**src/hw/sonar_macros.svh**
```systemverilog
`ifndef SONAR_MACROS_SVH
`define SONAR_MACROS_SVH

// sensor channels on the controller
`define SONAR_NUM_CH 4

// trig high time, clocks (short for sim)
`define SONAR_TRIG_CYCLES 16

// echo clocks per centimetre step
`define SONAR_CYCLES_PER_CM 8

// clocks allowed between trig low and echo rise
`define SONAR_ECHO_TIMEOUT 400

// range limit in cm, echo still high here counts as overlong
`define SONAR_MAX_CM 200

`define SONAR_RES_W 16 // result word width

`endif

```
**src/hw/sonar_bus_pkg.sv**
```systemverilog
`include "sonar_macros.svh"

// register map seen from the APB side
package sonar_bus_pkg;

    // byte addresses, word aligned
    typedef enum logic [7:0] {
        ADDR_CTRL    = 8'h00, // [3:0] enable, [7:4] start (write one)
        ADDR_STATUS  = 8'h04, // [3:0] done, [7:4] fault, w1c
        ADDR_RESULT0 = 8'h08,
        ADDR_RESULT1 = 8'h0c,
        ADDR_RESULT2 = 8'h10,
        ADDR_RESULT3 = 8'h14
    } sonar_addr_e;

    // status word, fault in the upper nibble
    typedef struct packed {
        logic [`SONAR_NUM_CH-1:0] fault; // result word holds a fault view
        logic [`SONAR_NUM_CH-1:0] done;  // sticky, one per channel
    } sonar_status_t;

endpackage

```
**src/hw/sonar_meas_pkg.sv**
```systemverilog
`include "sonar_macros.svh"

// measurement side types
package sonar_meas_pkg;

    // channel sequencer states
    typedef enum logic [2:0] {
        ST_IDLE,
        ST_PREPARE,   // clear counters
        ST_TRIGGER,   // trig pin high
        ST_WAIT_ECHO,
        ST_MEASURE,   // echo high, count cm
        ST_STORE,
        ST_DONE
    } sonar_state_e;

    typedef enum logic [3:0] {
        FAULT_NONE     = 4'd0,
        FAULT_NO_ECHO  = 4'd1, // no echo rise before timeout
        FAULT_OVERLONG = 4'd2  // echo still high at max range
    } sonar_fault_e;

    typedef struct packed {
        sonar_fault_e code;
        logic [`SONAR_RES_W-5:0] elapsed_cm; // cm counted before the fault
    } sonar_fault_view_t;

    // same 16 bits, the fault flag picks the view
    typedef union packed {
        logic [`SONAR_RES_W-1:0] distance_cm;
        sonar_fault_view_t       fault;
    } sonar_result_u;

endpackage

```
**src/hw/sonar_echo_timer.sv**
```systemverilog
`timescale 1ns/10ps
`include "sonar_macros.svh"

module sonar_echo_timer (
    input  logic                    clock,
    input  logic                    reset,
    input  logic                    clear,    // zero the cm and wait counters
    input  logic                    trig_run, // high for the whole trigger state
    input  logic                    measure,
    input  logic                    echo,     // raw sensor pin
    output logic                    echo_sync,
    output logic                    trig_done,
    output logic                    timeout,
    output logic                    overlong,
    output logic [`SONAR_RES_W-1:0] cm_count
);
    import sonar_meas_pkg::*;

    localparam int CNT_W  = $bits(sonar_result_u); // cm count fills a result word
    localparam int TRIG_W = $clog2(`SONAR_TRIG_CYCLES + 1);
    localparam int WAIT_W = $clog2(`SONAR_ECHO_TIMEOUT + 1);
    localparam int SUB_W  = $clog2(`SONAR_CYCLES_PER_CM + 1);

    logic              echo_meta;
    logic [TRIG_W-1:0] trig_cnt;
    logic [WAIT_W-1:0] wait_cnt;
    logic [SUB_W-1:0]  sub_cnt; // clocks inside the current cm step

    // two flop sync, both echo edges see the same delay
    always_ff @(posedge clock or posedge reset) begin
        if (reset) begin
            echo_meta <= 1'b0;
            echo_sync <= 1'b0;
        end else begin
            echo_meta <= echo;
            echo_sync <= echo_meta;
        end
    end

    // trigger width, restarts on every entry to the trigger state
    always_ff @(posedge clock or posedge reset) begin
        if (reset)
            trig_cnt <= '0;
        else if (!trig_run)
            trig_cnt <= '0;
        else
            trig_cnt <= trig_cnt + 1'b1;
    end

    assign trig_done = trig_run && (trig_cnt == TRIG_W'(`SONAR_TRIG_CYCLES - 1));

    // echo rise timeout, counts after trig drops, held once reached
    always_ff @(posedge clock or posedge reset) begin
        if (reset)
            wait_cnt <= '0;
        else if (clear || trig_run)
            wait_cnt <= '0; // retrigger restarts the wait too
        else if (!measure && !timeout)
            wait_cnt <= wait_cnt + 1'b1;
    end

    assign timeout = (wait_cnt == WAIT_W'(`SONAR_ECHO_TIMEOUT - 1));

    // cm counter, one step per CYCLES_PER_CM measure clocks
    always_ff @(posedge clock or posedge reset) begin
        if (reset) begin
            sub_cnt  <= '0;
            cm_count <= '0;
        end else if (clear) begin
            sub_cnt  <= '0;
            cm_count <= '0;
        end else if (measure && !overlong) begin
            if (sub_cnt == SUB_W'(`SONAR_CYCLES_PER_CM - 1)) begin
                sub_cnt  <= '0;
                cm_count <= cm_count + 1'b1;
            end else begin
                sub_cnt <= sub_cnt + 1'b1;
            end
        end
    end

    assign overlong = (cm_count == CNT_W'(`SONAR_MAX_CM)); // range limit hit

endmodule

```
**src/hw/sonar_channel_ctrl.sv**
```systemverilog
`timescale 1ns/10ps
`include "sonar_macros.svh"

module sonar_channel_ctrl (
    input  logic                         clock,
    input  logic                         reset,
    input  logic                         enable,      // level from CTRL
    input  logic                         start,       // one clock pulse
    input  logic                         echo,
    output logic                         trig,
    output logic                         done_pulse,
    output logic                         fault_flag,
    output sonar_meas_pkg::sonar_result_u result_word
);
    import sonar_meas_pkg::*;

    sonar_state_e            state;
    sonar_state_e            state_next;
    sonar_fault_e            fault_code; // why the last measure ended
    sonar_fault_e            fault_next;
    sonar_result_u           word_next;
    logic                    clear;
    logic                    trig_run;
    logic                    measure;
    logic                    echo_sync;
    logic                    trig_done;
    logic                    timeout;
    logic                    overlong;
    logic [`SONAR_RES_W-1:0] cm_count;

    sonar_echo_timer i_timer (
        .clock     (clock),
        .reset     (reset),
        .clear     (clear),
        .trig_run  (trig_run),
        .measure   (measure),
        .echo      (echo),
        .echo_sync (echo_sync),
        .trig_done (trig_done),
        .timeout   (timeout),
        .overlong  (overlong),
        .cm_count  (cm_count)
    );

    always_ff @(posedge clock or posedge reset) begin
        if (reset) begin
            state      <= ST_IDLE;
            fault_code <= FAULT_NONE;
        end else begin
            state      <= state_next;
            fault_code <= fault_next;
        end
    end

    // next state, a start while waiting sends trig again
    always_comb begin
        state_next = state;
        fault_next = fault_code;
        case (state)
            ST_IDLE:
                if (enable && start)
                    state_next = ST_PREPARE; // armed only while enabled
            ST_PREPARE: begin
                state_next = ST_TRIGGER;
                fault_next = FAULT_NONE;
            end
            ST_TRIGGER:
                if (trig_done)
                    state_next = ST_WAIT_ECHO;
            ST_WAIT_ECHO:
                if (enable && start) begin
                    state_next = ST_TRIGGER; // retrigger
                end else if (echo_sync) begin
                    state_next = ST_MEASURE;
                end else if (timeout) begin
                    state_next = ST_STORE;
                    fault_next = FAULT_NO_ECHO;
                end
            ST_MEASURE:
                if (!echo_sync) begin
                    state_next = ST_STORE; // echo fell, normal end
                end else if (overlong) begin
                    state_next = ST_STORE;
                    fault_next = FAULT_OVERLONG;
                end
            ST_STORE: state_next = ST_DONE;
            ST_DONE:  state_next = ST_IDLE;
            default:  state_next = ST_IDLE;
        endcase
    end

    assign clear      = (state == ST_PREPARE);
    assign trig_run   = (state == ST_TRIGGER);
    assign measure    = (state == ST_MEASURE);
    assign trig       = trig_run;
    assign done_pulse = (state == ST_DONE); // rises at the store to done edge

    // pick the union view from the fault code
    always_comb begin
        word_next = '0;
        if (fault_code == FAULT_NONE) begin
            word_next.distance_cm = cm_count;
        end else begin
            word_next.fault.code       = fault_code;
            word_next.fault.elapsed_cm = cm_count[$bits(word_next.fault.elapsed_cm)-1:0];
        end
    end

    // result held from store until the next store
    always_ff @(posedge clock) begin
        if (state == ST_STORE)
            result_word <= word_next;
    end

    always_ff @(posedge clock or posedge reset) begin
        if (reset)
            fault_flag <= 1'b0;
        else if (state == ST_STORE)
            fault_flag <= (fault_code != FAULT_NONE);
    end

    // every trig pulse lasts exactly the trigger width
    a_trig_width: assert property (@(posedge clock) disable iff (reset)
        $rose(trig) |-> trig [*`SONAR_TRIG_CYCLES] ##1 !trig);

endmodule

```
**src/hw/sonar_apb_regs.sv**
```systemverilog
`timescale 1ns/10ps
`include "sonar_macros.svh"

module sonar_apb_regs (
    input  logic                                    clock,
    input  logic                                    reset,
    input  logic                                    psel,
    input  logic                                    penable,
    input  logic                                    pwrite,
    input  logic [7:0]                              paddr,
    input  logic [31:0]                             pwdata,
    output logic [31:0]                             prdata,
    output logic                                    pslverr,
    input  sonar_bus_pkg::sonar_status_t            status,
    input  logic [`SONAR_NUM_CH-1:0][`SONAR_RES_W-1:0] results,
    output logic [`SONAR_NUM_CH-1:0]                enable,
    output logic [`SONAR_NUM_CH-1:0]                start,
    output logic [`SONAR_NUM_CH-1:0]                clear_mask
);
    import sonar_bus_pkg::*;

    localparam int N = `SONAR_NUM_CH;

    logic access;    // zero wait, access phase always completes
    logic wr_ctrl;
    logic wr_status;
    logic addr_ok;
    logic is_result; // result registers are read only

    assign access    = psel && penable;
    assign wr_ctrl   = access && pwrite && (paddr == ADDR_CTRL);
    assign wr_status = access && pwrite && (paddr == ADDR_STATUS);

    // read mux and decode
    always_comb begin
        prdata    = '0;
        addr_ok   = 1'b1;
        is_result = 1'b0;
        case (sonar_addr_e'(paddr))
            ADDR_CTRL:    prdata = 32'(enable); // start bits read back zero
            ADDR_STATUS:  prdata = 32'(status);
            ADDR_RESULT0: begin
                prdata    = 32'(results[0]);
                is_result = 1'b1;
            end
            ADDR_RESULT1: begin
                prdata    = 32'(results[1]);
                is_result = 1'b1;
            end
            ADDR_RESULT2: begin
                prdata    = 32'(results[2]);
                is_result = 1'b1;
            end
            ADDR_RESULT3: begin
                prdata    = 32'(results[3]);
                is_result = 1'b1;
            end
            default:      addr_ok = 1'b0;
        endcase
    end

    assign pslverr = access && (!addr_ok || (pwrite && is_result));

    // enable level, start and clear become one clock pulses
    always_ff @(posedge clock or posedge reset) begin
        if (reset) begin
            enable     <= '0;
            start      <= '0;
            clear_mask <= '0;
        end else begin
            start      <= '0;
            clear_mask <= '0;
            if (wr_ctrl) begin
                enable <= pwdata[N-1:0];
                start  <= pwdata[2*N-1:N];
            end
            // a one on either the done or the fault bit clears the channel
            if (wr_status)
                clear_mask <= pwdata[N-1:0] | pwdata[2*N-1:N];
        end
    end

    // access phase only ever follows a setup phase
    a_apb_setup: assert property (@(posedge clock) disable iff (reset)
        penable |-> psel && $past(psel && !penable));

endmodule

```
**src/hw/sonar_result_collect.sv**
```systemverilog
`timescale 1ns/10ps
`include "sonar_macros.svh"

module sonar_result_collect (
    input  logic                                       clock,
    input  logic                                       reset,
    input  logic [`SONAR_NUM_CH-1:0]                   done_pulse,
    input  logic [`SONAR_NUM_CH-1:0]                   fault_flag,
    input  sonar_meas_pkg::sonar_result_u [`SONAR_NUM_CH-1:0] result_word,
    input  logic [`SONAR_NUM_CH-1:0]                   clear_mask,
    output sonar_bus_pkg::sonar_status_t               status,
    output logic [`SONAR_NUM_CH-1:0][`SONAR_RES_W-1:0] results,
    output logic                                       irq
);
    import sonar_bus_pkg::*;
    import sonar_meas_pkg::*;

    // latest result per channel, no overrun tracking
    always_ff @(posedge clock or posedge reset) begin
        if (reset) begin
            status  <= '0;
            results <= '0;
        end else begin
            for (int i = 0; i < `SONAR_NUM_CH; i++) begin
                if (done_pulse[i]) begin // set beats clear
                    status.done[i]  <= 1'b1;
                    status.fault[i] <= fault_flag[i];
                    results[i]      <= result_word[i];
                end else if (clear_mask[i]) begin
                    status.done[i]  <= 1'b0;
                    status.fault[i] <= 1'b0;
                end
            end
        end
    end

    assign irq = |status.done; // level, until software clears

    // done only drops through a STATUS write from the register block
    for (genvar g = 0; g < `SONAR_NUM_CH; g++) begin : g_chk
        a_done_sticky: assert property (@(posedge clock) disable iff (reset)
            $fell(status.done[g]) |-> $past(clear_mask[g]));
    end

endmodule

```
**src/hw/sonar_top.sv**
```systemverilog
`timescale 1ns/10ps
`include "sonar_macros.svh"

module sonar_top (
    input  logic                     clock,
    input  logic                     reset,
    input  logic                     psel,
    input  logic                     penable,
    input  logic                     pwrite,
    input  logic [7:0]               paddr,
    input  logic [31:0]              pwdata,
    output logic [31:0]              prdata,
    output logic                     pslverr,
    output logic [`SONAR_NUM_CH-1:0] trig,
    input  logic [`SONAR_NUM_CH-1:0] echo,
    output logic                     irq
);
    import sonar_bus_pkg::*;
    import sonar_meas_pkg::*;

    logic [`SONAR_NUM_CH-1:0]                   enable;
    logic [`SONAR_NUM_CH-1:0]                   start;
    logic [`SONAR_NUM_CH-1:0]                   clear_mask;
    logic [`SONAR_NUM_CH-1:0]                   done_pulse;
    logic [`SONAR_NUM_CH-1:0]                   fault_flag;
    sonar_result_u [`SONAR_NUM_CH-1:0]          result_word;
    sonar_status_t                              status;
    logic [`SONAR_NUM_CH-1:0][`SONAR_RES_W-1:0] results;

    sonar_apb_regs i_regs (
        .clock      (clock),
        .reset      (reset),
        .psel       (psel),
        .penable    (penable),
        .pwrite     (pwrite),
        .paddr      (paddr),
        .pwdata     (pwdata),
        .prdata     (prdata),
        .pslverr    (pslverr),
        .status     (status),
        .results    (results),
        .enable     (enable),
        .start      (start),
        .clear_mask (clear_mask)
    );

    // one sequencer per sensor
    for (genvar c = 0; c < `SONAR_NUM_CH; c++) begin : g_ch
        sonar_channel_ctrl i_ch (
            .clock       (clock),
            .reset       (reset),
            .enable      (enable[c]),
            .start       (start[c]),
            .echo        (echo[c]),
            .trig        (trig[c]),
            .done_pulse  (done_pulse[c]),
            .fault_flag  (fault_flag[c]),
            .result_word (result_word[c])
        );
    end

    sonar_result_collect i_collect (
        .clock       (clock),
        .reset       (reset),
        .done_pulse  (done_pulse),
        .fault_flag  (fault_flag),
        .result_word (result_word),
        .clear_mask  (clear_mask),
        .status      (status),
        .results     (results),
        .irq         (irq)
    );

endmodule

```
**config.mk**
```make
export PLATFORM = sky130hd
export DESIGN_NAME = sonar_top
export DESIGN_NICKNAME = d
export VERILOG_FILES = /design/src/hw/sonar_bus_pkg.sv /design/src/hw/sonar_meas_pkg.sv /design/src/hw/sonar_echo_timer.sv /design/src/hw/sonar_channel_ctrl.sv /design/src/hw/sonar_apb_regs.sv /design/src/hw/sonar_result_collect.sv /design/src/hw/sonar_top.sv
export VERILOG_INCLUDE_DIRS = /design/src /design/src/hw
export SDC_FILE = /design/constraint.sdc
export NUM_CORES = 1
export LEC_CHECK = 0
export ABC_CLOCK_PERIOD_IN_PS = 11000
export BUFFER_PORTS_ARGS = -buffer_cell sky130_fd_sc_hd__buf_2
export CAP_MARGIN = 20
export CORE_MARGIN = 4
export CORE_UTILIZATION = 61
export DETAILED_ROUTE_END_ITERATION = 8
export PLACE_DENSITY = 0.86
export SLEW_MARGIN = 15
export SYNTH_ARGS = -nofsm -noshare
export SYNTH_HDL_FRONTEND = slang
export SYNTH_SLANG_ARGS = --single-unit
```
**constraint.sdc**
```tcl
create_clock -name clock -period 11 [get_ports clock]
set_input_delay 1.1 -clock clock [delete_from_list [all_inputs] [get_ports clock]]
set_output_delay 1.1 -clock clock [all_outputs]
set_load 0.01 [all_outputs]
```
==> results of run 1 <==
==> metal layers <==
metal / wire, um / track usage
met1: 12600 / 0.300
met2: 14400 / 0.377
met3: 1400 / 0.0408
met4: 1110 / 0.0950
met5: 0 / 0
==> through the flow <==
stage | hold slack (ns) | util | total power, mW | instance area [sq um]
6_report | 0.349 | 0.694 | 2.65 | 15900
5_1_grt | 0.358 | 0.694 | 2.76 | 15900
4_1_cts | 0.353 | 0.694 | 2.68 | 15900
3_5_place_dp | 0.336 | 0.646 | 1.56 | 14800
3_3_place_gp | 0.338 | 0.645 | 1.54 | 14800
2_1_floorplan | 0.331 | - | 1.50 | 14400
==> worst paths after layout <==
path,start,endpoint,slack (ns)
min in group asynchronous,reset,g_ch[0].i_ch.i_timer.trig_cnt[4],0.78
max in group asynchronous,reset,g_ch[1].i_ch.i_timer.trig_cnt[4],8.07
hold / removal,g_ch[0].i_ch.i_timer.echo_meta,g_ch[0].i_ch.i_timer.echo_sync,0.35
hold reg to reg,g_ch[0].i_ch.i_timer.echo_meta,g_ch[0].i_ch.i_timer.echo_sync,0.35
setup / recovery,paddr[1],prdata[14],6.77
setup reg to reg,g_ch[0].i_ch.i_timer.cm_count[0],g_ch[0].i_ch.fault_code[1],8.55
==> flip-flops by register name (all words and copies together) (netlist names), 8 cells and up <==
register / count
g_ch.i_ch.i_timer.wait_cnt: 36
i_collect.results: 64
i_collect.status: 8
g_ch.i_ch.i_timer.sub_cnt: 16
g_ch.i_ch.fault_code: 8
g_ch.i_ch.i_timer.cm_count: 64
g_ch.i_ch.result_word: 64
g_ch.i_ch.state: 12
g_ch.i_ch.i_timer.trig_cnt: 20
==> synth_stat cells (5+ instances only) <==
library cell               instances
sky130_fd_sc_hd__dfrtp_1         252
sky130_fd_sc_hd__nor2_1          143
sky130_fd_sc_hd__mux2_2           72
sky130_fd_sc_hd__nand2_1          69
sky130_fd_sc_hd__nand3_1          67
sky130_fd_sc_hd__xor2_1           67
sky130_fd_sc_hd__edfxtp_1         64
sky130_fd_sc_hd__inv_1            47
sky130_fd_sc_hd__o21ai_0          37
sky130_fd_sc_hd__mux2i_1          36
sky130_fd_sc_hd__nand4_1          34
sky130_fd_sc_hd__a21oi_1          30
sky130_fd_sc_hd__xnor2_1          26
sky130_fd_sc_hd__ha_1             24
sky130_fd_sc_hd__clkbuf_1         23
sky130_fd_sc_hd__buf_4            20
sky130_fd_sc_hd__and3_1           19
sky130_fd_sc_hd__and2_1           17
sky130_fd_sc_hd__nand3b_1         15
sky130_fd_sc_hd__o22ai_1          13
sky130_fd_sc_hd__nand2b_1         10
sky130_fd_sc_hd__nor3_1            9
sky130_fd_sc_hd__nor4_1            9
sky130_fd_sc_hd__buf_2             8
sky130_fd_sc_hd__a21o_1            7
sky130_fd_sc_hd__and4_1            7
sky130_fd_sc_hd__nor2b_1           7
sky130_fd_sc_hd__or3_1             7
sky130_fd_sc_hd__a31oi_1           6
sky130_fd_sc_hd__or4_1             6
sky130_fd_sc_hd__nor4b_1           5
==> area by class of cell <==
class	count	area (sq um)	share of cell area
multi-input cells	835	5730	0.360
inverters	47	184	0.0116
well taps	313	392	0.0246
clock buffers	49	927	0.0583
clock inverters	13	165	0.0104
flip-flops and latches	316	8230	0.517
repair buffers	52	279	0.0175
==> cells by family (layout without fill, tap and decap cells) <==
group / Yosys count / in the layout / synth area share
xor gates and xnor gates: 93 / 93 / 0.0566
DFF: 316 / 316 / 0.572
other: 1 / 16 / 0.000261
muxes: 112 / 112 / 0.0877
AOI/OAI and AO/OA: 128 / 128 / 0.0558
adders and majority gates: 25 / 25 / 0.0216
and+or+nand+nor: 461 / 461 / 0.172
buffers and inverters: 104 / 161 / 0.0341
==> report_power, final <==
part           switching [mW]  internal, mW  total [mW]
Sequential             0.0657          1.26        1.32
Combinational           0.126        0.0891       0.215
Clock                   0.453         0.663        1.12
==> parameters.txt, run 1 <==
Parameter                              Value

Clocking
  TritonCTS Buffers    34
  Clk pin slew, worst setup/hold paths    0.05 ns
  Count of H-tree levels built during CTS    2
  Longest Clk Path Bufs    3
  CTS resizes    0
  Number of hold buffers added after cts    0
  Source-to-sink clock delay at the later pin of the worst-skew pair    0.51 ns
  Clk sinks    316
  Clock Root Buffer    sky130_fd_sc_hd__clkbuf_16
  Clock tree from TritonCTS    done
  Post-CTS setup buffers    0

Run
  Maxcap violations    0

Floorplanning
  Overall die area    0.0261 sq mm
  Chip width    162 um
  FP Rows    55
  Starting utilization of the core area    0.628
  Die Ht    162 um
  Number of top-level pins    87
  Core Footprint    0.0229 sq mm

Detailed routing
  Count of antenna-violating nets left after detailed routing    0
  Total wirelength of the detailed-routed design    29.4 mm
  Detail-routed net length per standard cell    18.1 um
  Via Count    9507
  Average via count per standard cell    5.85
  DRC violation total after the first TritonRoute iteration    697
  Initial DRT Pass Iterations    6
  DRC viols    0

Worst setup path
  Cell breakdown of the critical path    buf_2 -> nor3_1 -> nand2_1 -> nor2_1 -> nand2_1 -> o22ai_1 -> buf_2
  Critical path endpoint category    output port
  Largest stage delay on the critical path    0.48 ns
  Largest delay share family, worst path    simple AND/OR/NAND/NOR gates
  Slowest cell on the critical path    sky130_fd_sc_hd__nand2_1
  Critical path buffer and inverter count    2
  Startpoint type of the worst setup path    input port
  Highest net fanout along the worst path    13
  Count of cell instances traversed by the critical path    7
  Path type of the worst setup path    input port to output port
  Data arrival time of the worst path    3.13 ns
  Worst R2R Path Depth    7
  Data required time at the worst endpoint    9.90 ns

Synthesis
  Synth top area share    0.438
  Sequential element share of the synthesized area    0.572
  Netlist Area Pre-Place    0.0144 sq mm
  Cell types occupying the most area after synthesis    sky130_fd_sc_hd__dfrtp_1, sky130_fd_sc_hd__edfxtp_1, sky130_fd_sc_hd__mux2_2, sky130_fd_sc_hd__xor2_1, sky130_fd_sc_hd__nor2_1
  Cell type with the largest total area after synthesis    sky130_fd_sc_hd__dfrtp_1
  Synth unique cells    68
  Synth Warn #    0
  Post-synthesis cell count    1240
  Post-synthesis average cell area    11.6 sq um
  Post-synth top flop    sky130_fd_sc_hd__dfrtp_1
  Count of flip-flops with a built-in enable after synthesis    64
  Flop and latch count out of synthesis    316
  Post-synthesis async set-or-reset flop share    0.797

Cells and area
  Layout filler cell count    1579
  Final nets    1359
  Post-layout instance count excluding filler cells    1625
  Commonest non-fill, non-tap cells in the layout    sky130_fd_sc_hd__dfrtp_1, sky130_fd_sc_hd__nor2_1, sky130_fd_sc_hd__mux2_2
  Area growth from synthesis to layout    10.5%
  Proportion of layout cells with a drive suffix above 1    0.149
  Most common library cell in the layout ignoring fill and taps    sky130_fd_sc_hd__dfrtp_1
  Ant. Diodes    0

Global routing
  Sum of overflow across all layers after global routing    0
  Global-route usage over all layers    0.228
  Vias in the first global route    9691
  Largest net degree at the start of global routing    127
  Number of antenna violations at the first check in global routing    0
  Global-route wire length before repair    48.3 mm

Min path
  Count of cells along the worst hold path    0
  Worst min path class    register to register

Timing
  Final setup slack of the worst path    6.77 ns
  Count of pins over their slew limit    0
  Measured slew at the worst slew-check pin    1.02 ns
  Worst clock skew on the final layout    0.0127 ns
  Highest Clock Rate    0.236 GHz
  Min Tclk post-route    4.23 ns
  Final critical-path share of the clock period    0.385
  Final Hold Vio Count    0
  Headroom to the max-slew limit    0.319
  Number of setup violations in the final report    0
  RSZ-0062 raised after global routing    false
  Post-route setup TNS    0 ns

Place
  Half-perimeter wire length after detailed placement    19.5 mm
  Cells after DPL    1562
  Count of buffers from port buffering    46
  RePlAce Congestion    0.876
  Post-Place Worst Slack    6.84 ns

Power
  Reported leakage power    7.17 nW
  Pwr dens    167 mW/mm^2
  Highest ir drop seen on vdd    0.164 mV

Run status
  Status    completed
(Power assumes the default switching activity.)
==> inputs of run 2 (changes only) <==
--- a/config.mk
+++ b/config.mk
@@ -6,13 +6,13 @@
 export SDC_FILE = /design/constraint.sdc
 export NUM_CORES = 1
 export LEC_CHECK = 0
-export ABC_CLOCK_PERIOD_IN_PS = 11000
+export ABC_CLOCK_PERIOD_IN_PS = 3700
 export BUFFER_PORTS_ARGS = -buffer_cell sky130_fd_sc_hd__buf_2
 export CAP_MARGIN = 20
 export CORE_MARGIN = 4
-export CORE_UTILIZATION = 61
+export CORE_UTILIZATION = 55
 export DETAILED_ROUTE_END_ITERATION = 8
-export PLACE_DENSITY = 0.86
+export PLACE_DENSITY = 0.82
 export SLEW_MARGIN = 15
 export SYNTH_ARGS = -nofsm -noshare
 export SYNTH_HDL_FRONTEND = slang
==> constraint.sdc (replaced) <==
create_clock -name clock -period 3.7 [get_ports clock]
set_input_delay 0.37 -clock clock [delete_from_list [all_inputs] [get_ports clock]]
set_output_delay 0.37 -clock clock [all_outputs]
set_load 0.01 [all_outputs]
==> run 2 against run 1 <==
  * Critical path depth stayed put
  * Cell area is 0.68% higher
  * Die area is 10% higher
  * Clock power grew to 2.8 times the previous value
  * Sequential share of layout area is 0.35 points lower
  * Cell count is 1.5% higher
  * Combinational power grew to 3.2 times the previous value
  * Sequential cell count stayed put
  * Clock-buffer cell count is 10 lower
  * Critical path type unchanged
  * Critical endpoint unchanged
==> parameters.txt, run 2 (same netlist as run 1, synthesis figures left out) <==
Parameter                              Value

Run status
  Status    completed

Cells and area
  Final nets    1369
  Registers with the most flip-flops    g_ch.i_ch.i_timer.cm_count: 64 flops, g_ch.i_ch.result_word: 64 flops, i_collect.results: 64 flops
  Layout Cell Area excl Fill    0.0160 sq mm
  Area growth from synthesis to layout    11.3%
  Total area of multi-input combinational cells    0.00573 sq mm
  Post-layout instance count excluding filler cells    1650
  Most common library cell in the layout ignoring fill and taps    sky130_fd_sc_hd__dfrtp_1
  Commonest non-fill, non-tap cells in the layout    sky130_fd_sc_hd__dfrtp_1, sky130_fd_sc_hd__nor2_1, sky130_fd_sc_hd__mux2_2
  Total area of sequential cells    0.00823 sq mm
  Util after Layout    0.628
  Ant. Diodes    0
  Layout filler cell count    1908
  Proportion of layout cells with a drive suffix above 1    0.154

Clocking
  Clock tree from TritonCTS    done
  TritonCTS Buffers    31
  Clk pin slew, worst setup/hold paths    0.06 ns
  Number of hold buffers added after cts    4
  Source-to-sink clock delay at the later pin of the worst-skew pair    0.56 ns
  Count of H-tree levels built during CTS    1
  Post-CTS setup buffers    0
  CTS resizes    0
  Clock Root Buffer    sky130_fd_sc_hd__clkbuf_16
  Longest Clk Path Bufs    3
  Clk sinks    316

Detailed routing
  Initial DRT Pass Iterations    7
  Count of antenna-violating nets left after detailed routing    0
  Total wirelength of the detailed-routed design    29.0 mm
  DRC viols    0
  DRC violation total after the first TritonRoute iteration    822
  Via Count    9582
  Average via count per standard cell    5.81
  Detail-routed net length per standard cell    17.6 um

Power
  Reported leakage power    7.31 nW
  Sum of internal, switching and leakage power    7.80 mW
  Highest ir drop seen on vdd    0.309 mV
  Pwr dens    487 mW/mm^2

Place
  Post-Place Worst Slack    1.06 ns
  Area after detailed placement    0.0149 sq mm
  RePlAce Congestion    0.873
  Half-perimeter wire length after detailed placement    20.1 mm
  Count of buffers from port buffering    46
  Cells after DPL    1587

Floorplanning
  Number of top-level pins    87
  Die Ht    170 um
  Starting utilization of the core area    0.565
  Overall die area    0.0288 sq mm
  Core Footprint    0.0255 sq mm
  Chip width    170 um
  FP Rows    58

Timing
  Worst clock skew on the final layout    0.0176 ns
  Final Hold Vio Count    0
  Final setup slack of the worst path    0.977 ns
  Count of pins over their slew limit    0
  Highest Clock Rate    0.367 GHz
  Final critical-path share of the clock period    0.736
  Number of setup violations in the final report    0
  Min Tclk post-route    2.72 ns
  Measured slew at the worst slew-check pin    1.06 ns
  Headroom to the max-slew limit    0.295
  RSZ-0062 raised after global routing    false
  Final-layout worst hold slack    0.0416 ns
  Post-route setup TNS    0 ns

Worst setup path
  Path type of the worst setup path    input port to output port
  Data required time at the worst endpoint    3.33 ns
  Highest net fanout along the worst path    13
  Data arrival time of the worst path    2.35 ns
  Worst R2R Path Depth    7
  Critical path endpoint category    output port
  Startpoint type of the worst setup path    input port

Global routing
  Global-route wire length before repair    48.4 mm
  Number of antenna violations at the first check in global routing    0
  Largest net degree at the start of global routing    45
  Global-route usage over all layers    0.204
  Vias in the first global route    9541
  Sum of overflow across all layers after global routing    0

Min path
  Worst min path class    input port to register
  Count of cells along the worst hold path    2

Run
  Maxcap violations    0
==> run 2: cell count changes in the layout (fill, tap and decap cells not counted), moves of 3 or more <==
cell	delta
sky130_fd_sc_hd__clkbuf_1	-7
sky130_fd_sc_hd__buf_4	+5
sky130_fd_sc_hd__dlygate4sd3_1	+5
sky130_fd_sc_hd__clkinv_2	+4
sky130_fd_sc_hd__buf_12	+3
sky130_fd_sc_hd__clkbuf_16	-3
sky130_fd_sc_hd__clkinv_1	+3
==> run 2: path summary, 6_finish.rpt <==
| check | from | endpoint | slack (ns) |
|---|---|---|---|
| min | pwdata[4] | i_regs.start[0] | 0.04 |
| max | paddr[1] | prdata[14] | 0.98 |
| max in group asynchronous | reset | g_ch[0].i_ch.i_timer.sub_cnt[1] | 2.32 |
| min in group asynchronous | reset | g_ch[2].i_ch.i_timer.cm_count[11] | 0.43 |
| min reg2reg | g_ch[3].i_ch.i_timer.echo_meta | g_ch[3].i_ch.i_timer.echo_sync | 0.35 |
| max reg2reg | g_ch[0].i_ch.i_timer.cm_count[0] | g_ch[0].i_ch.fault_code[1] | 1.25 |
==> run 2: where the power goes <==
part | total, mW | internal [mW] | switching [mW]
sequential | 3.97 | 3.76 | 0.204
combinational | 0.691 | 0.298 | 0.393
clock | 3.14 | 1.85 | 1.29
==> run 2: worst max-delay path, stage by stage <==
cell and delay [ns]:
sky130_fd_sc_hd__buf_2 0.09, sky130_fd_sc_hd__nor3_1 0.24, sky130_fd_sc_hd__nand2_1 0.18, sky130_fd_sc_hd__nor2_1 0.36, sky130_fd_sc_hd__nand2_1 0.43, sky130_fd_sc_hd__o22ai_1 0.46
sky130_fd_sc_hd__buf_2 0.21
==> run 2: cell type report <==
class,count,share of cell area
sequential,316,0.514
multi-input combinational,835,0.358
clock buffer,39,0.0516
timing repair buffer,65,0.0277
tap,330,0.0258
clock inverter,18,0.0120
inverter,47,0.0113
==> run 2: per-layer routing <==
metal  up-vias  global-route usage  routed length, um
met5         -                   0                  0
met4         0              0.0620                774
met3        60              0.0328               1530
met2       244               0.342              14200
met1      4814               0.276              12500
li1       4464                   -                  -
==> inputs of run 3 (changes only) <==
--- a/config.mk
+++ b/config.mk
@@ -6,13 +6,13 @@
 export SDC_FILE = /design/constraint.sdc
 export NUM_CORES = 1
 export LEC_CHECK = 0
-export ABC_CLOCK_PERIOD_IN_PS = 3700
+export ABC_CLOCK_PERIOD_IN_PS = 2550
 export BUFFER_PORTS_ARGS = -buffer_cell sky130_fd_sc_hd__buf_2
 export CAP_MARGIN = 20
 export CORE_MARGIN = 4
-export CORE_UTILIZATION = 55
+export CORE_UTILIZATION = 61
 export DETAILED_ROUTE_END_ITERATION = 8
-export PLACE_DENSITY = 0.82
+export PLACE_DENSITY = 0.86
 export SLEW_MARGIN = 15
 export SYNTH_ARGS = -nofsm -noshare
 export SYNTH_HDL_FRONTEND = slang
==> constraint.sdc (replaced) <==
create_clock -name clock -period 2.55 [get_ports clock]
set_input_delay 0.255 -clock clock [delete_from_list [all_inputs] [get_ports clock]]
set_output_delay 0.255 -clock clock [all_outputs]
set_load 0.01 [all_outputs]
==> run 3 against run 2 <==
  * Cell count increased by 0.30%
  * Global-route usage is 3.6 points higher
  * Combinational power rose by 55%
  * Clock power up 56%
  * First-iteration DRC count rose by 11%
  * Critical path depth stayed put
  * Critical endpoint is now prdata[13]
  * Die area fell by 9.4%
  * Sequential power increased by 45%
  * Setup slack worse by 0.75 ns
==> parameters.txt, run 3 (same netlist as run 1, synthesis figures left out) <==
Parameter                              Value

Timing
  Final Hold Vio Count    0
  Final-layout worst hold slack    0.00345 ns
  Final setup slack of the worst path    0.223 ns
  Final critical-path share of the clock period    0.912
  Worst clock skew on the final layout    0.0123 ns
  Count of pins over their slew limit    0
  Headroom to the max-slew limit    0.358
  Min Tclk post-route    2.33 ns
  Number of setup violations in the final report    0
  Highest Clock Rate    0.430 GHz
  Measured slew at the worst slew-check pin    0.951 ns
  RSZ-0062 raised after global routing    false

Worst setup path
  Startpoint type of the worst setup path    input port
  Critical path endpoint category    output port
  Setup slack on the worst flop-to-flop path    0.38 ns
  Data arrival time of the worst path    2.07 ns
  Path type of the worst setup path    input port to output port
  Endpoint of the most critical setup path    prdata[13]
  Worst R2R Path Depth    7
  Highest net fanout along the worst path    13
  Launching point of the worst reg2reg path    g_ch[2].i_ch.i_timer.cm_count[0]
  Data required time at the worst endpoint    2.30 ns
  Worst flop-to-flop path endpoint    g_ch[2].i_ch.i_timer.sub_cnt[3]
  Startpoint of the most critical setup path    paddr[1]

Cells and area
  Final nets    1389
  Layout filler cell count    1467
  Proportion of layout cells with a drive suffix above 1    0.161
  Registers with the most flip-flops    g_ch.i_ch.i_timer.cm_count: 64 flops, g_ch.i_ch.result_word: 64 flops, i_collect.results: 64 flops
  Ant. Diodes    0
  Commonest non-fill, non-tap cells in the layout    sky130_fd_sc_hd__dfrtp_1, sky130_fd_sc_hd__nor2_1, sky130_fd_sc_hd__mux2_2
  Area growth from synthesis to layout    12.7%
  Most common library cell in the layout ignoring fill and taps    sky130_fd_sc_hd__dfrtp_1

Floorplanning
  Core Footprint    0.0229 sq mm
  Overall die area    0.0261 sq mm
  Starting utilization of the core area    0.628
  Die Ht    162 um
  Chip width    162 um
  Number of top-level pins    87
  FP Rows    55

Global routing
  Global-route wire length before repair    50.8 mm
  Sum of overflow across all layers after global routing    0
  GRT Max-Usage Layer    met2
  Global-route usage over all layers    0.240
  Vias in the first global route    9976
  Grt met3 use    0.0444
  Met2 routing resource usage after global routing    0.401
  Global-route met1 utilization    0.313
  Number of antenna violations at the first check in global routing    0
  Largest net degree at the start of global routing    86

Clocking
  Clk sinks    316
  TritonCTS Buffers    34
  Longest Clk Path Bufs    3
  Count of H-tree levels built during CTS    2
  Source-to-sink clock delay at the later pin of the worst-skew pair    0.52 ns
  Post-CTS setup buffers    0
  Clock Root Buffer    sky130_fd_sc_hd__clkbuf_16
  Clock tree from TritonCTS    done
  Clk pin slew, worst setup/hold paths    0.06 ns

Detailed routing
  Via Count    9783
  Detail-routed net length per standard cell    18.5 um
  Initial DRT Pass Iterations    5
  Total wirelength of the detailed-routed design    30.6 mm
  DRC violation total after the first TritonRoute iteration    916
  Average via count per standard cell    5.91
  Count of antenna-violating nets left after detailed routing    0
  DRC viols    0

Power
  Highest ir drop seen on vdd    0.607 mV
  Reported leakage power    7.43 nW
  Pwr dens    723 mW/mm^2

Run status
  Status    completed

Run
  Maxcap violations    0

Min path
  Worst min path class    input port to register
  Count of cells along the worst hold path    3

Place
  Half-perimeter wire length after detailed placement    20.5 mm
  RePlAce Congestion    0.902
  Post-Place Worst Slack    0.327 ns
  Count of buffers from port buffering    46
-- run 3: changes by cell type in the layout (fill, tap and decap cells not counted), moves of 2 or more --
| cell | before | now |
|---|---|---|
| sky130_fd_sc_hd__bufinv_16 | 4 | 2 |
| sky130_fd_sc_hd__clkbuf_16 | 31 | 37 |
| sky130_fd_sc_hd__buf_4 | 10 | 21 |
| sky130_fd_sc_hd__dlygate4sd3_1 | 5 | 12 |
| sky130_fd_sc_hd__clkbuf_1 | 6 | 12 |
| sky130_fd_sc_hd__clkinvlp_4 | 3 | 1 |
| sky130_fd_sc_hd__clkinv_1 | 5 | 1 |
-- run 3: cell type report --
| cell class | count | area, sq um | area share |
|---|---|---|---|
| clock buffer | 52 | 1010 | 0.0624 |
| clock inverter | 10 | 106 | 0.00656 |
| inverter | 47 | 180 | 0.0111 |
| multi-input combinational | 835 | 5730 | 0.353 |
| sequential | 316 | 8230 | 0.508 |
| tap | 313 | 392 | 0.0242 |
| timing repair buffer | 82 | 568 | 0.0350 |
-- run 3: power breakdown --
part	switching, mW	internal (mW)	leakage (nW)
registers	0.285	5.46	4.08
clock network	1.95	2.95	0.550
logic	0.625	0.448	2.80
total	2.86	8.86	7.43
-- run 3: how the worst min path moves through the flow --
stage	start	endpoint	slack, ns
floorplan	echo[0]	g_ch[0].i_ch.i_timer.echo_meta	0.29
global route	pwdata[0]	i_regs.enable[0]	0.0007
detailed placement	reset	g_ch[2].i_ch.i_timer.cm_count[5]	0.22
CTS	pwdata[0]	i_regs.enable[0]	0.001
global placement	reset	g_ch[2].i_ch.i_timer.cm_count[5]	0.22
finish	pwdata[0]	i_regs.clear_mask[0]	0.003
-- run 3: worst max-delay path, cell delays in order --
cell and delay [ns]:
sky130_fd_sc_hd__buf_2 0.10, sky130_fd_sc_hd__nor3_1 0.26, sky130_fd_sc_hd__nand2_1 0.12, sky130_fd_sc_hd__nor2_1 0.25, sky130_fd_sc_hd__nand2_1 0.40, sky130_fd_sc_hd__o22ai_1 0.47
sky130_fd_sc_hd__buf_2 0.21
-- run 3: routing by layer --
| metal | vias up | wire length [um] |
|---|---|---|
| li1 | 4529 | - |
| met1 | 4855 | 12600 |
| met2 | 320 | 15000 |
| met3 | 79 | 1820 |
| met4 | 0 | 1210 |
| met5 | - | 0 |
-- run 3: what timing repair did --
item	4_1_cts	5_1_grt
endpoints found under the hold margin	57	2
gates resized for setup	0	0
hold buffers	11	1
-- run 3: stage by stage --
step / instances / utilization / area, sq um / TNS (ns) / total power [mW]
floorplan: 1255 / - / 14400 / -257.21 / 6.54
global placement: 1581 / 0.653 / 15000 / 0 / 6.78
detailed placement: 1581 / 0.653 / 15000 / 0 / 6.86
CTS: 1654 / 0.707 / 16200 / 0 / 11.8
global route: 1655 / 0.707 / 16200 / 0 / 12.2
finish: 1655 / 0.707 / 16200 / 0 / 11.7
